$ cat src/logic/adam_settings.svh
`ifndef ADAM_SETTINGS_SVH
`define ADAM_SETTINGS_SVH

// bus widths
`define ADAM_ADDR_WIDTH 32
`define ADAM_DATA_WIDTH 32
`define ADAM_STRB_WIDTH (`ADAM_DATA_WIDTH/8)

// lpmem sits at address 0, one word per entry
`define ADAM_LPMEM_WORDS 256

// syscfg window
`define ADAM_SYSCFG_BASE 32'h0001_0000
`define ADAM_SYSCFG_SIZE 256

// controlled units and their boot vector after reset
`define ADAM_NO_UNITS 4
`define ADAM_BOOT_ADDR_RST 32'h0000_0080

`endif

$ cat src/logic/adam_pkg.sv
`include "adam_settings.svh"

package adam_pkg;

    // one request address, read either as an lpmem word index
    // or as a syscfg unit/register selector
    typedef union packed {
        struct packed {
            logic [`ADAM_ADDR_WIDTH-$clog2(`ADAM_LPMEM_WORDS)
                   -$clog2(`ADAM_STRB_WIDTH)-1:0] upper;
            logic [$clog2(`ADAM_LPMEM_WORDS)-1:0] word;
            logic [$clog2(`ADAM_STRB_WIDTH)-1:0]  byte_off;
        } mem;
        struct packed {
            logic [`ADAM_ADDR_WIDTH-$clog2(`ADAM_SYSCFG_SIZE)-1:0] upper;
            // 0x10 bytes per unit
            logic [3:0] unit;
            // 0 = ctrl, 1 = boot
            logic [1:0] reg_sel;
            logic [$clog2(`ADAM_STRB_WIDTH)-1:0] byte_off;
        } cfg;
    } bus_addr_u;

endpackage

$ cat src/logic/adam_req_if.sv
`timescale 1ns/1ps

`include "adam_settings.svh"

interface adam_req_if;

    // request side, from decode
    logic fire;
    logic sel_mem;
    logic sel_cfg;
    logic err;
    adam_pkg::bus_addr_u addr;
    logic we;
    logic [`ADAM_STRB_WIDTH-1:0] be;
    logic [`ADAM_DATA_WIDTH-1:0] wdata;

    // read data from the targets
    logic [`ADAM_DATA_WIDTH-1:0] mem_rdata;
    logic [`ADAM_DATA_WIDTH-1:0] cfg_rdata;

    // from the response stage
    logic ready;

    modport decode (
        output fire, sel_mem, sel_cfg, err, addr, we, be, wdata,
        input  ready
    );

    modport target (
        input  fire, sel_mem, sel_cfg, err, addr, we, be, wdata,
        output mem_rdata, cfg_rdata
    );

    modport result (
        input  fire, sel_mem, sel_cfg, err, we, mem_rdata, cfg_rdata,
        output ready
    );

endinterface

$ cat src/logic/adam_rsp_reg.sv
`timescale 1ns/1ps

`include "adam_settings.svh"

module adam_rsp_reg (
    input  logic clk,
    input  logic rst_i,

    adam_req_if.result bus,

    input  logic                        rsp_ready_i,
    output logic                        rsp_valid_o,
    output logic [`ADAM_DATA_WIDTH-1:0] rsp_rdata_o,
    output logic                        rsp_err_o
);

    logic [`ADAM_DATA_WIDTH-1:0] rdata_d;

    // room for a new request once the held response is empty or leaving
    assign bus.ready = !rsp_valid_o || rsp_ready_i;

    // writes and errors answer with zero
    always_comb begin
        rdata_d = '0;
        if (!bus.we && !bus.err) begin
            if (bus.sel_mem) begin
                rdata_d = bus.mem_rdata;
            end
            else if (bus.sel_cfg) begin
                rdata_d = bus.cfg_rdata;
            end
        end
    end

    always_ff @(posedge clk) begin
        if (rst_i) begin
            rsp_valid_o <= 1'b0;
        end
        else if (bus.fire) begin
            rsp_valid_o <= 1'b1;
        end
        else if (rsp_ready_i) begin
            rsp_valid_o <= 1'b0;
        end
    end

    always_ff @(posedge clk) begin
        if (bus.fire) begin
            rsp_rdata_o <= rdata_d;
            rsp_err_o   <= bus.err;
        end
    end

    a_rsp_hold : assert property (
        @(posedge clk) disable iff (rst_i)
        rsp_valid_o && !rsp_ready_i |=> rsp_valid_o && $stable(rsp_rdata_o)
                                        && $stable(rsp_err_o)
    );

endmodule

$ cat src/flat_wrapper.sv
// flat-port wrapper written by rule: the top's interface ports become plain ports
module adam_rsp_reg_flat 
  (clk, rst_i, rsp_ready_i, rsp_valid_o, rsp_rdata_o, rsp_err_o, bus_fire, bus_sel_mem, bus_sel_cfg, bus_err, bus_we, bus_mem_rdata, bus_cfg_rdata, bus_ready);
  adam_req_if bus_i ();
  input  logic clk;
  input  logic rst_i;
  input  logic rsp_ready_i;
  output logic rsp_valid_o;
  output logic [`ADAM_DATA_WIDTH-1:0] rsp_rdata_o;
  output logic rsp_err_o;
  input wire logic [$bits(bus_i.fire)-1:0] bus_fire;
  input wire logic [$bits(bus_i.sel_mem)-1:0] bus_sel_mem;
  input wire logic [$bits(bus_i.sel_cfg)-1:0] bus_sel_cfg;
  input wire logic [$bits(bus_i.err)-1:0] bus_err;
  input wire logic [$bits(bus_i.we)-1:0] bus_we;
  input wire logic [$bits(bus_i.mem_rdata)-1:0] bus_mem_rdata;
  input wire logic [$bits(bus_i.cfg_rdata)-1:0] bus_cfg_rdata;
  output wire logic [$bits(bus_i.ready)-1:0] bus_ready;
  assign bus_i.fire = bus_fire;
  assign bus_i.sel_mem = bus_sel_mem;
  assign bus_i.sel_cfg = bus_sel_cfg;
  assign bus_i.err = bus_err;
  assign bus_i.we = bus_we;
  assign bus_i.mem_rdata = bus_mem_rdata;
  assign bus_i.cfg_rdata = bus_cfg_rdata;
  assign bus_ready = bus_i.ready;
  adam_rsp_reg u_core (.clk(clk), .rst_i(rst_i), .bus(bus_i), .rsp_ready_i(rsp_ready_i), .rsp_valid_o(rsp_valid_o), .rsp_rdata_o(rsp_rdata_o), .rsp_err_o(rsp_err_o));
endmodule
$ cat config.mk
export PLATFORM = sky130hd
export DESIGN_NAME = adam_rsp_reg_flat
export DESIGN_NICKNAME = d
export VERILOG_FILES = /design/src/logic/adam_pkg.sv /design/src/logic/adam_req_if.sv /design/src/logic/adam_rsp_reg.sv /design/src/flat_wrapper.sv
export VERILOG_INCLUDE_DIRS = /design/src /design/src/logic
export SDC_FILE = /design/constraint.sdc
export NUM_CORES = 1
export LEC_CHECK = 0
export BUFFER_PORTS_ARGS = -buffer_cell sky130_fd_sc_hd__buf_2
export CORE_ASPECT_RATIO = 1.25
export CORE_MARGIN = 5
export CORE_UTILIZATION = 39
export CTS_CLUSTER_SIZE = 40
export DETAILED_ROUTE_END_ITERATION = 8
export PLACE_DENSITY = 0.76
export SYNTH_ARGS = -nofsm -noshare
export SYNTH_HDL_FRONTEND = slang
export SYNTH_SLANG_ARGS = --single-unit
$ cat constraint.sdc
create_clock -name clk -period 1 [get_ports clk]
set_clock_uncertainty 0.15 [all_clocks]
set_input_delay 0.15 -clock clk [delete_from_list [all_inputs] [get_ports clk]]
set_output_delay 0.15 -clock clk [all_outputs]
set_load 0.01 [all_outputs]
; Yosys cells after proc, flatten, opt, wreduce, memory -nomap -nowiden
; Index checks and enable logic that the tools add are counted.
[totals]
regBits = 34
in_bits = 72
elab_cells = 13
out_inout_bits = 35
[op_classes]
n_reduce_logical = 6
muxes = 4
[ops]
columns = operator, n
row1 = 32-bit 2-to-1 mux, 2
row2 = 1-bit zero test, 3
row3 = 1-bit 2-to-1 mux, 2
row4 = 2-bit nonzero test, 1
row5 = 1-bit logical AND, 1
row6 = 1-bit logical OR, 1

; Logic depth before layout (Yosys ltp)
[logic_depth]
ltp_word = 2
depth_mapped = 4
depth_no_buf = 2

; Worst setup path before layout
; OpenSTA, ideal clock, no wires.
[synth_path]
path_kind = input-to-reg
start = input bus_err
end = register u_core.rsp_rdata_o[29] (data pin)
required_time_ns = 0.710
path_buffers = 2
path_stages = 4
slack_ns = -0.009
arrival_ns = 0.718
setup_ns = 0.140
path_cell_list = or2_1 -> buf_6 -> buf_6 -> a21oi_2
[synth_via]
elab_chain_cells = 2
[synth_lines]
columns = item, line_no
row1 = start: declaration, flat_wrapper.sv:14  ; input wire logic [$bits(bus_i.err)-1:0] bus_err;
row2 = 1-bit zero test, adam_rsp_reg.sv:25  ; if (!bus.we && !bus.err) begin
row3 = 1-bit logical AND, adam_rsp_reg.sv:25
row4 = end signal: assignment, adam_rsp_reg.sv:49  ; rsp_rdata_o <= rdata_d;
row5 = end: declaration, adam_rsp_reg.sv:13  ; output logic [`ADAM_DATA_WIDTH-1:0] rsp_rdata_o,
; No other way between the ends.
; A chain may end at the register's enable or synchronous reset.

; Worst setup path after layout
[layout_path]
start = register u_core.rsp_rdata_o[17]
end = output rsp_rdata_o[17]
[layout_rtl]
columns = item, line_no
row1 = end: declaration, flat_wrapper.sv:9  ; output logic [`ADAM_DATA_WIDTH-1:0] rsp_rdata_o;
; No word-level cell between the ends.

==> results.cfg <==
[sta]
timing.final.crit_share_pct = 113
layout_min_cycle_time_ns = 1.13
fin_ws_ns = -0.130
hold_viol = 1
setup_viol = 35
fin_tns_setup_ns = -3.07
fmax_ghz = 0.885
max_slew_margin_pct = 75.7
drv_slew = 0
rsz0062_at_grt = yes
tightest_slew_ns = 0.365
hold_slack_ns = -0.0176

[finish]
nFillCells = 394
fin_cells = 313
design_area_sq_um = 2510
syn_to_final_growth_pct = 42.4
drive_gt1_share_pct = 59.2
regArea_sq_um = 1010
nNetsFinal = 326
multi_input_area_sq_um = 651
n_antenna_cell = 0

[cts]
clk_latency_ns = 0.28
cts_tree = done
cts_max_level = 2
cts.sinks = 34
cts.path.max_buffers = 2
clockRootBuffer = clkbuf_8
hold_buffers = 2
path_clk_slew_ns = 0.07
cts-buffers-inserted = 5

[yosys]
ys_ff_latch = 34
yosysWarningCount = 0
synthArstFlopShare_pct = 0
syn_area_sq_um = 1770
synth_nets = 220
synth_most_common_cell = edfxtp_1
synth_cell_types = 11
synth_top_cells_by_area = edfxtp_1 (56%), a21oi_2 (15%), nand3b_1 (14%)
synth_area_per_cell_sq_um = 11.9
synth_edf_count = 33
synth_top_area_cell = edfxtp_1
synth.top_cell.area_share_pct = 56.1
synthTopCellsByCount = edfxtp_1 (33), nand2_1 (32), nand3b_1 (32), a21oi_2 (30), buf_2 (9)
synthCells = 148
yosys_most_used_dff = edfxtp_1
yosysSeqAreaShare_pct = 57.2

[routing]
antenna_left = 0
routed_wl_mm = 4.32
viasPerCell = 4.78
vias = 1496
wl_per_cell_um = 13.8
drc = 0
drt_iter0_drc = 63
drt_pre_antenna_iters = 4

[worst_setup_path]
path_buf_inv = 1
cpLargestDelayFamily = flip-flops
start_kind = flop
path_cells = buf_2
crit_required_ns = 0.70
crit_type = reg -> out
cpPeakStageDelay_ns = 0.39
crit_arrival_ns = 0.83
cp_slowest_cell = edfxtp_1
critPathMaxFanout = 1
cp-end-kind = primary output

[grt]
grt_pass1_vias = 1401
grt_max_degree = 34
grt_pass1_wl_mm = 6.42
antenna_found_initial = 0
track_usage_pct = 13.9
gr-total-overflow = 0

[placement]
dpl.hpwl_mm = 3.22
dpl_cell_area_sq_um = 2370
place.gp.congestion = 0.738
io_buffer_count = 106
placedCellCount = 303
place_ws_ns = -0.268

[power_and_ir_drop]
p_per_area_nw_per_um2 = 1380
p_leak_nw = 1.02
peakVddDrop_uv = 726
total_power_mw = 3.46

[die]
rows = 27
initial_core_util_pct = 40.2
die-area_sq_um = 5980
coreArea_sq_um = 4390
ios = 107
die_h_um = 85.3
die_x_um = 70.2

[outcome]
violations = hold timing, setup timing
status = finished with violations

[job]
maxCapViolations = 0

[worst_hold_path]
worstHoldPathType = in -> reg
-- layout by cell type, fill, tap and decap left out, drive strengths merged, types with 2 or more instances in the layout --
cell type	Yosys	final
a21oi	33	33
buf	14	110
clkbuf	0	9
dlygate4sd3	0	2
edfxtp	33	33
nand2	32	32
nand3b	32	32
-- cell families after synthesis --
logic type / Yosys count / synth area share, %
compound gates: 33 / 15.7
buf+inv: 15 / 5.95
flops: 34 / 57.2
simple gates: 66 / 21.1
-- path summary, 6_finish.rpt --
path                                                      startpoint                         endpoint  slack [ns]  cells after the start
worst max-delay path            u_core.rsp_rdata_o[17]$_SDFFCE_PN0P_                  rsp_rdata_o[17]       -0.13                      1
worst min register to register       u_core.rsp_valid_o$_SDFFE_PP0P_  u_core.rsp_valid_o$_SDFFE_PP0P_        0.34                      2
worst min-delay path                                     rsp_ready_i  u_core.rsp_valid_o$_SDFFE_PP0P_       -0.02                      3
worst max register to register       u_core.rsp_valid_o$_SDFFE_PP0P_  u_core.rsp_valid_o$_SDFFE_PP0P_        0.26                      2
-- what timing repair did --
action | CTS | global route
gates cloned | 0 | 0
hold endpoints to repair | 2 | 1
buffers inserted | 0 | 0
endpoints found under the setup margin | 35 | 46
gates resized for setup | 2 | 2
pin swaps | 0 | 0
-- routing by layer --
layer | global-route usage, % | vias to the layer above | part of all wire (%)
met2 | 25.8 | 61 | 53
met5 | 0 | - | 0
met1 | 13.1 | 691 | 36
met3 | 6.16 | 4 | 9.8
met4 | 5.75 | 0 | 0.72
li1 | - | 740 | -
-- flip-flops by register name, indices dropped and copies added, names as in the netlist --
register / cells
u_core.rsp_rdata_o: 32
u_core.rsp_err_o: 1
u_core.rsp_valid_o: 1
-- power by group --
group | leakage, nW | switching, mW | total, mW | internal, mW
Sequential | 0.324 | 0.0256 | 1.69 | 1.67
Combinational | 0.642 | 0.303 | 0.590 | 0.287
Clock | 0.0575 | 0.484 | 1.18 | 0.695
-- final cells by class --
cell class | instances | share of cell area, %
inverters | 1 | 0.149
well taps | 58 | 2.89
multi-input cells | 99 | 25.9
repair buffers | 113 | 26.5
clock buffers | 8 | 4.38
flip-flops and latches | 34 | 40.2
-- per-stage QoR --
stage | hold slack, ns | util, %
finish | -0.0176 | 57.3
global placement | 0.154 | 53.9
detailed placement | 0.158 | 53.9
floorplan | 0.0691 | -
CTS | -0.0235 | 57.1
global route | -0.00159 | 57.3
Power figures use the tool's default switching activity.
