--- config.mk ---
export PLATFORM = sky130hd
export DESIGN_NAME = adam_req_decode_flat
export DESIGN_NICKNAME = d
export VERILOG_FILES = /design/src/logic/adam_pkg.sv /design/src/logic/adam_req_if.sv /design/src/logic/adam_req_decode.sv /design/src/flat_wrapper.sv
export VERILOG_INCLUDE_DIRS = /design/src /design/src/logic
export SDC_FILE = /design/constraint.sdc
export NUM_CORES = 1
export LEC_CHECK = 0
export ABC_CLOCK_PERIOD_IN_PS = 1510
export BUFFER_PORTS_ARGS = -buffer_cell sky130_fd_sc_hd__buf_2
export CAP_MARGIN = 20
export CELL_PAD_IN_SITES_DETAIL_PLACEMENT = 2
export CELL_PAD_IN_SITES_GLOBAL_PLACEMENT = 2
export CORE_ASPECT_RATIO = 0.9
export CORE_UTILIZATION = 10
export DETAILED_ROUTE_END_ITERATION = 7
export GPL_ROUTABILITY_DRIVEN = 0
export PLACE_DENSITY_LB_ADDON = 0.1
export SLEW_MARGIN = 20
export SYNTH_ARGS = -nofsm -noshare
export SYNTH_HDL_FRONTEND = slang
export SYNTH_SLANG_ARGS = --single-unit
--- constraint.sdc ---
create_clock -name vclk -period 1.51
set_input_delay 0.2265 -clock vclk [all_inputs]
set_output_delay 0.2265 -clock vclk [all_outputs]
set_load 0.01 [all_outputs]
--- src/logic/adam_settings.svh ---
`ifndef ADAM_SETTINGS_SVH
`define ADAM_SETTINGS_SVH

// bus widths
`define ADAM_ADDR_WIDTH 32
`define ADAM_DATA_WIDTH 32
`define ADAM_STRB_WIDTH (`ADAM_DATA_WIDTH/8)

// lpmem sits at address 0, one word per entry
`define ADAM_LPMEM_WORDS 256

// syscfg window
`define ADAM_SYSCFG_BASE 32'h0001_0000
`define ADAM_SYSCFG_SIZE 256

// controlled units and their boot vector after reset
`define ADAM_NO_UNITS 4
`define ADAM_BOOT_ADDR_RST 32'h0000_0080

`endif

--- src/logic/adam_pkg.sv ---
`include "adam_settings.svh"

package adam_pkg;

    // one request address, read either as an lpmem word index
    // or as a syscfg unit/register selector
    typedef union packed {
        struct packed {
            logic [`ADAM_ADDR_WIDTH-$clog2(`ADAM_LPMEM_WORDS)
                   -$clog2(`ADAM_STRB_WIDTH)-1:0] upper;
            logic [$clog2(`ADAM_LPMEM_WORDS)-1:0] word;
            logic [$clog2(`ADAM_STRB_WIDTH)-1:0]  byte_off;
        } mem;
        struct packed {
            logic [`ADAM_ADDR_WIDTH-$clog2(`ADAM_SYSCFG_SIZE)-1:0] upper;
            // 0x10 bytes per unit
            logic [3:0] unit;
            // 0 = ctrl, 1 = boot
            logic [1:0] reg_sel;
            logic [$clog2(`ADAM_STRB_WIDTH)-1:0] byte_off;
        } cfg;
    } bus_addr_u;

endpackage

--- src/logic/adam_req_if.sv ---
`timescale 1ns/1ps

`include "adam_settings.svh"

interface adam_req_if;

    // request side, from decode
    logic fire;
    logic sel_mem;
    logic sel_cfg;
    logic err;
    adam_pkg::bus_addr_u addr;
    logic we;
    logic [`ADAM_STRB_WIDTH-1:0] be;
    logic [`ADAM_DATA_WIDTH-1:0] wdata;

    // read data from the targets
    logic [`ADAM_DATA_WIDTH-1:0] mem_rdata;
    logic [`ADAM_DATA_WIDTH-1:0] cfg_rdata;

    // from the response stage
    logic ready;

    modport decode (
        output fire, sel_mem, sel_cfg, err, addr, we, be, wdata,
        input  ready
    );

    modport target (
        input  fire, sel_mem, sel_cfg, err, addr, we, be, wdata,
        output mem_rdata, cfg_rdata
    );

    modport result (
        input  fire, sel_mem, sel_cfg, err, we, mem_rdata, cfg_rdata,
        output ready
    );

endinterface

--- src/logic/adam_req_decode.sv ---
`timescale 1ns/1ps

`include "adam_settings.svh"

module adam_req_decode (
    input  logic clk,
    input  logic rst_i,

    input  logic                        req_valid_i,
    input  logic [`ADAM_ADDR_WIDTH-1:0] req_addr_i,
    input  logic                        req_we_i,
    input  logic [`ADAM_STRB_WIDTH-1:0] req_be_i,
    input  logic [`ADAM_DATA_WIDTH-1:0] req_wdata_i,

    adam_req_if.decode bus
);

    localparam logic [`ADAM_ADDR_WIDTH-1:0] CFG_BASE = `ADAM_SYSCFG_BASE;
    localparam int CFG_LSB = $clog2(`ADAM_SYSCFG_SIZE);

    adam_pkg::bus_addr_u addr;
    logic in_mem;
    logic in_cfg;
    logic misaligned;
    logic bad_cfg;

    assign addr = req_addr_i;

    // window match on the upper bits only
    assign in_mem = (addr.mem.upper == '0);
    assign in_cfg = (addr.cfg.upper == CFG_BASE[`ADAM_ADDR_WIDTH-1:CFG_LSB]);

    assign misaligned = (addr.mem.byte_off != '0);

    // reg selects 2 and 3 are holes, as are units past the last one
    assign bad_cfg = addr.cfg.reg_sel[1] || (int'(addr.cfg.unit) >= `ADAM_NO_UNITS);

    assign bus.sel_mem = in_mem && !misaligned;
    assign bus.sel_cfg = in_cfg && !misaligned && !bad_cfg;
    assign bus.err     = !(in_mem || in_cfg) || misaligned || (in_cfg && bad_cfg);

    // single accept strobe for all targets and the response stage
    assign bus.fire = req_valid_i && bus.ready;

    assign bus.addr  = addr;
    assign bus.we    = req_we_i;
    assign bus.be    = req_be_i;
    assign bus.wdata = req_wdata_i;

    a_one_target : assert property (
        @(posedge clk) disable iff (rst_i)
        req_valid_i |-> !(bus.sel_mem && bus.sel_cfg)
    );

    a_err_no_sel : assert property (
        @(posedge clk) disable iff (rst_i)
        bus.fire && bus.err |-> !bus.sel_mem && !bus.sel_cfg
    );

endmodule

--- src/flat_wrapper.sv ---
// flat-port wrapper written by rule: the top's interface ports become plain ports
module adam_req_decode_flat 
  (clk, rst_i, req_valid_i, req_addr_i, req_we_i, req_be_i, req_wdata_i, bus_fire, bus_sel_mem, bus_sel_cfg, bus_err, bus_addr, bus_we, bus_be, bus_wdata, bus_ready);
  adam_req_if bus_i ();
  input  logic clk;
  input  logic rst_i;
  input  logic req_valid_i;
  input  logic [`ADAM_ADDR_WIDTH-1:0] req_addr_i;
  input  logic req_we_i;
  input  logic [`ADAM_STRB_WIDTH-1:0] req_be_i;
  input  logic [`ADAM_DATA_WIDTH-1:0] req_wdata_i;
  output wire logic [$bits(bus_i.fire)-1:0] bus_fire;
  output wire logic [$bits(bus_i.sel_mem)-1:0] bus_sel_mem;
  output wire logic [$bits(bus_i.sel_cfg)-1:0] bus_sel_cfg;
  output wire logic [$bits(bus_i.err)-1:0] bus_err;
  output wire logic [$bits(bus_i.addr)-1:0] bus_addr;
  output wire logic [$bits(bus_i.we)-1:0] bus_we;
  output wire logic [$bits(bus_i.be)-1:0] bus_be;
  output wire logic [$bits(bus_i.wdata)-1:0] bus_wdata;
  input wire logic [$bits(bus_i.ready)-1:0] bus_ready;
  assign bus_fire = bus_i.fire;
  assign bus_sel_mem = bus_i.sel_mem;
  assign bus_sel_cfg = bus_i.sel_cfg;
  assign bus_err = bus_i.err;
  assign bus_addr = bus_i.addr;
  assign bus_we = bus_i.we;
  assign bus_be = bus_i.be;
  assign bus_wdata = bus_i.wdata;
  assign bus_i.ready = bus_ready;
  adam_req_decode u_core (.clk(clk), .rst_i(rst_i), .req_valid_i(req_valid_i), .req_addr_i(req_addr_i), .req_we_i(req_we_i), .req_be_i(req_be_i), .req_wdata_i(req_wdata_i), .bus(bus_i));
endmodule
# Word-level counts from Yosys, hierarchy flattened
# Cells that the tools add are included.
# word_totals
reg_bits,0
input_bits,73
output_inout_bits,73
elab_cells,16
# classes
n_lt_le_gt_ge,1
eq_ne,1
reduce_logical,14
# ops
op,count
equality test 24 x 9 -> 1 bit (second input constant),1
zero test 22 bit,1
logical AND 1 bit,5
greater-or-equal comparator 4 x 3 -> 1 bit (second input constant),1
logical OR 1 bit,4
zero test 1 bit,3
nonzero test 2 bit,1

# Longest topological paths before layout
# Gate-level depths: netlist (run 1).
# depth
word_depth,5
depth_mapped,3
ltp_nobuf,3

# Worst setup path after synthesis (run 1)
# Ideal clock, no wire load.
# synth_timing
path_kind,input-to-output
from,in req_addr_i[31]
to,out bus_sel_cfg
arrival_time_ns,0.965
t_required_ns,1.283
path_slack_ns,0.319
cell_stages,3
cell_sequence,nor4_1 > nand4_1 > nor3_1
# synth_via
elab_chain_cells,3
# synth_lines
element,line,text
from (decl),flat_wrapper.sv:8,input logic [`ADAM_ADDR_WIDTH-1:0] req_addr_i;
equality test 24 x 9 -> 1 bit,adam_req_decode.sv:31,assign in_cfg = (addr.cfg.upper == CFG_BASE[`ADAM_ADDR_WIDTH-1:CFG_LSB]);
logical AND 1 bit (2 in a row),adam_req_decode.sv:39,assign bus.sel_cfg = in_cfg && !misaligned && !bad_cfg;
to (decl),flat_wrapper.sv:14,output wire logic [$bits(bus_i.sel_cfg)-1:0] bus_sel_cfg;
# No other way between the ends.

# Worst setup path in the final report (run 1)
# layout_timing
from,in req_addr_i[10]
to,out bus_err
# layout_via
elab_chain_cells,5
# layout_lines
element,line,text
equality test 24 x 9 -> 1 bit / zero test 22 bit (equally long branches),"adam_req_decode.sv:31, adam_req_decode.sv:30",
logical OR 1 bit,adam_req_decode.sv:40,assign bus.err = !(in_mem || in_cfg) || misaligned || (in_cfg && bad_cfg);
zero test 1 bit,adam_req_decode.sv:40,
logical OR 1 bit,adam_req_decode.sv:40,
logical OR 1 bit *,adam_req_decode.sv:40,
to (decl),flat_wrapper.sv:15,output wire logic [$bits(bus_i.err)-1:0] bus_err;
# Mark *: on every way between the ends. The rest lies on a longest branch, timed or not.

==> flow_summary.yaml, run 1 <==
run_status:
  status: "finished, violations left"
  violations: "design-rule violations"
min_path:
  holdPathEnd: "bus_addr[4]"
  hold_path_depth: 0
  hold_path_class: "in2out"
  min_from: "req_addr_i[4]"
synthesis:
  ys_warn_count: 0
  ys_seq_area_frac: 0
  syn_area_um2: 616
  synthCells: 83
  synth_cell_types: 9
  synth.avg_cell_area_um2: 7.42
  synth.net_count: 156
global_route:
  antenna_found_initial: 0
  grt_usage: 0.0424
  gr-total-overflow: 0
  grt_pass1_wl_um: 2310
  first_global_vias: 504
  grt_max_degree: 5
timing:
  slew_headroom: 0.844
  hold_viol: 0
  fin_crit_sh: 0.957
  setup_viol: 0
  worstMarginPinSlew_ns: 0.232
  maxClockFrequency_mhz: 692
  period_minus_slack_ns: 1.45
  rsz0062_at_grt: "yes"
  maxSlewViolCount: 0
setup_path:
  crit_path_start_kind: "input pin"
  crit_fanout: 3
  crit_path_end_kind: "primary output"
  critPathKind: "in2out"
  required_ns: 1.28
  arrival_ns: 1.22
place:
  dp.cells: 150
  numPortBuffers: 64
  placed_cell_area_um2: 520
  place_hpwl_um: 1430
finish:
  seq_cells: 0
  final_nets: 155
  ff_latch_area_um2: 0
  n_fill_cell: 711
  n_antenna_cell: 0
  clkbuf_count: 0
  stdcell_area_um2: 557
  post-route-util: 0.0962
  drive_gt1_frac: 0.888
  synthToLayoutAreaGrowth_pct: -9.55
  layout.cells.non_filler: 150
power:
  vdd.ir_drop.worst_mv: 0.0336
  power.total_w: 0.000136
  p_leak_nw: 0.277
  power.density_nw_per_um2: 244
floorplan:
  std_cell_rows: 26
  die_h_um: 76.4
  initial_core_util: 0.106
  die_w_um: 84.7
  io_pins: 146
  core-area_um2: 5790
  die_area_um2: 6470
route:
  drt_iter0_drc: 17
  wire_per_inst_um: 10.5
  drc: 5
  vias: 461
  ant_nets: 0
  drt_wl_total_um: 1580
  routed_via_density: 3.07
  dr.pass1.iters: 8
cts:
  cts_hold_buf: 0
job:
  maxCapViolations: 0
-- logic make-up after synthesis --
kind of cell           count (synthesis)  synth area share
buffers and inverters                 69             0.841
AND/OR/NAND/NOR                       13             0.144
AO/OA/AOI/OAI                          1            0.0142
-- cell usage in the layout, fill, tap and decap left out, drive strengths merged --
| cell type | synthesis | routed |
|---|---|---|
| and2 | 1 | 1 |
| nand3b | 1 | 1 |
| nor3 | 3 | 3 |
| a211o | 1 | 1 |
| nand4 | 1 | 1 |
| nand2 | 1 | 1 |
| nor4 | 6 | 6 |
| buf | 69 | 66 |
-- worst max-delay path, stage by stage --
cell	delay [ns]
buf_2	0.12
nor4_4	0.28
nand4_1	0.19
a211o_1	0.26
buf_2	0.14
-- layout make-up --
type	count	area, um^2	share of cell area
well taps	70	87.6	0.157
multi-input cells	14	134	0.240
repair buffers	66	335	0.602
-- synthesized netlist by cell type (all sizes together) --
| master | count | area share |
|---|---|---|
| buf | 69 | 0.84 |
| nor4 | 6 | 0.081 |
| nor3 | 3 | 0.024 |
| a211o | 1 | 0.014 |
| and2 | 1 | 0.010 |
| nand2 | 1 | 0.0061 |
| nand3b | 1 | 0.012 |
| nand4 | 1 | 0.010 |
-- timing repair --
| item | in CTS | in global routing |
|---|---|---|
| gates resized for setup | 3 | 2 |
| gates cloned | 0 | 0 |
| setup buffers | 0 | 0 |
| endpoints found under the setup margin | 2 | 3 |
| pin swaps | 1 | 2 |
-- how the worst max path moves through the flow --
stage,from,to,slack [ns],cells after the start
2_1_floorplan,req_addr_i[31],bus_sel_cfg,0.32,3
3_3_place_gp,req_addr_i[14],bus_err,-0.04,5
3_5_place_dp,req_addr_i[14],bus_err,-0.06,5
4_1_cts,req_addr_i[25],bus_err,0.01,5
5_1_grt,req_addr_i[10],bus_err,-0.03,5
6_report,req_addr_i[10],bus_err,0.06,5
-- routing by layer --
metal | vias up | share of wire | GRT usage
met5 | - | 0 | 0
met2 | 55 | 0.51 | 0.0846
li1 | 195 | - | -
met1 | 203 | 0.27 | 0.0355
met3 | 8 | 0.20 | 0.0228
met4 | 0 | 0.016 | 0.0119
-- power by group --
part	total (W)	switching, W	internal, W
Combinational	0.000136	0.0000702	0.0000656
Sequential	0	0	0
Clock	0	0	0
Total	0.000136	0.0000702	0.0000656
-- metrics by stage --
step                      hold WS, ns  worst slack (ns)  setup TNS, ns
after global routing            0.453           -0.0332        -0.0672
after global placement          0.453           -0.0380        -0.0380
after floorplan                 0.507             0.319              0
after CTS                       0.453            0.0148              0
final                           0.453            0.0649              0
after detailed placement        0.453           -0.0625        -0.0630
(Power assumes the default switching activity.)
==> inputs of run 2 (changes only) <==
--- a/config.mk
+++ b/config.mk
@@ -9,10 +9,10 @@
 export ABC_CLOCK_PERIOD_IN_PS = 1510
 export BUFFER_PORTS_ARGS = -buffer_cell sky130_fd_sc_hd__buf_2
 export CAP_MARGIN = 20
-export CELL_PAD_IN_SITES_DETAIL_PLACEMENT = 2
-export CELL_PAD_IN_SITES_GLOBAL_PLACEMENT = 2
+export CELL_PAD_IN_SITES_DETAIL_PLACEMENT = 0
+export CELL_PAD_IN_SITES_GLOBAL_PLACEMENT = 1
 export CORE_ASPECT_RATIO = 0.9
-export CORE_UTILIZATION = 10
+export CORE_UTILIZATION = 13
 export DETAILED_ROUTE_END_ITERATION = 7
 export GPL_ROUTABILITY_DRIVEN = 0
 export PLACE_DENSITY_LB_ADDON = 0.1
==> flow_summary.yaml, run 2 (same netlist as run 1, synthesis figures left out) <==
timing:
  period_minus_slack_ns: 1.45
  slew_headroom: 0.823
  maxClockFrequency_mhz: 690
  rsz0062_at_grt: "yes"
  maxSlewViolCount: 0
  fin_hold_ws_ns: 0.453
  setup_viol: 0
  fin_crit_sh: 0.959
  hold_viol: 0
  worstMarginPinSlew_ns: 0.263
setup_path:
  crit_fanout: 3
  arrival_ns: 1.22
  critPathKind: "in2out"
  crit_path_end_kind: "primary output"
  crit_path_start: "req_addr_i[13]"
  crit_path_start_kind: "input pin"
  required_ns: 1.28
floorplan:
  io_pins: 146
  core-area_um2: 4490
  initial_core_util: 0.137
  std_cell_rows: 23
  die_h_um: 67.3
  die_w_um: 74.5
  die_area_um2: 5010
power:
  power.density_nw_per_um2: 238
  vdd.ir_drop.worst_mv: 0.0309
  power.total_w: 0.000134
  p_leak_nw: 0.278
route:
  ant_nets: 0
  drt_wl_total_um: 1250
  drt_iter0_drc: 2
  dr.pass1.iters: 2
  drc: 0
  wire_per_inst_um: 8.91
  vias: 461
  routed_via_density: 3.29
finish:
  synthToLayoutAreaGrowth_pct: -8.74
  post-route-util: 0.125
  stdcell_area_um2: 562
  ff_latch_area_um2: 0
  n_antenna_cell: 0
  layout_common_cells: "buf_2, buf_6"
  seq_cells: 0
  drive_gt1_frac: 0.885
  clkbuf_count: 0
  final_nets: 153
  final_common_cell: "buf_2"
global_route:
  first_global_vias: 344
  grt_usage: 0.0356
  grt_max_degree: 5
  antenna_found_initial: 0
  gr-total-overflow: 0
  grt_pass1_wl_um: 1390
min_path:
  hold_path_depth: 0
  hold_path_class: "in2out"
  min_from: "req_be_i[3]"
place:
  numPortBuffers: 64
  placed_cell_area_um2: 495
job:
  maxCapViolations: 0
run_status:
  status: "finished clean"
cts:
  post_cts_buffers: 0
  cts_hold_buf: 0
[run 2: cell types whose count changed in the layout (fill, tap and decap cells not counted), sizes merged]
cell,change
buf,-2
[run 2: worst max-delay path: stages]
cell and delay (ns):
buf_6 0.10, nor4_4 0.26, nand4_1 0.21, a211o_1 0.28
buf_2 0.14
[run 2: layout make-up]
class / count / area, um^2
Fill cell: 526 / 3930
Timing Repair Buffer: 64 / 352
Multi-Input combinational cell: 14 / 133
Tap cell: 62 / 77.6
[run 2: worst paths after layout]
| path | slack [ns] | endpoint |
|---|---|---|
| setup / recovery | 0.06 | bus_err |
| hold / removal | 0.45 | bus_be[3] |
[run 2: routing by layer]
layer | track usage | share of wire | vias to the layer above
li1 | - | - | 193
met1 | 0.0291 | 0.30 | 197
met2 | 0.0698 | 0.50 | 59
met3 | 0.0134 | 0.16 | 12
met4 | 0.0236 | 0.035 | 0
met5 | 0 | 0 | -
[run 2: timing repair]
| action | CTS | global route |
|---|---|---|
| setup endpoints to repair | 2 | 3 |
| pin swaps | 1 | 2 |
| gates resized for setup | 1 | 10 |
[run 2: report_power, final]
| part | internal (W) | leakage [nW] | switching, W |
|---|---|---|---|
| Combinational | 0.0000699 | 0.278 | 0.0000640 |
| Sequential | 0 | 0 | 0 |
| Clock | 0 | 0 | 0 |
| Total | 0.0000699 | 0.278 | 0.0000640 |
[run 2: per-stage QoR]
step	std cells	TNS (ns)	setup WS (ns)
finish	140	0	0.0617
global route	140	-0.0179	-0.0176
CTS	140	0	0.00698
detailed placement	140	-0.0286	-0.0168
global placement	140	-0.00833	-0.00833
floorplan	83	0	0.319
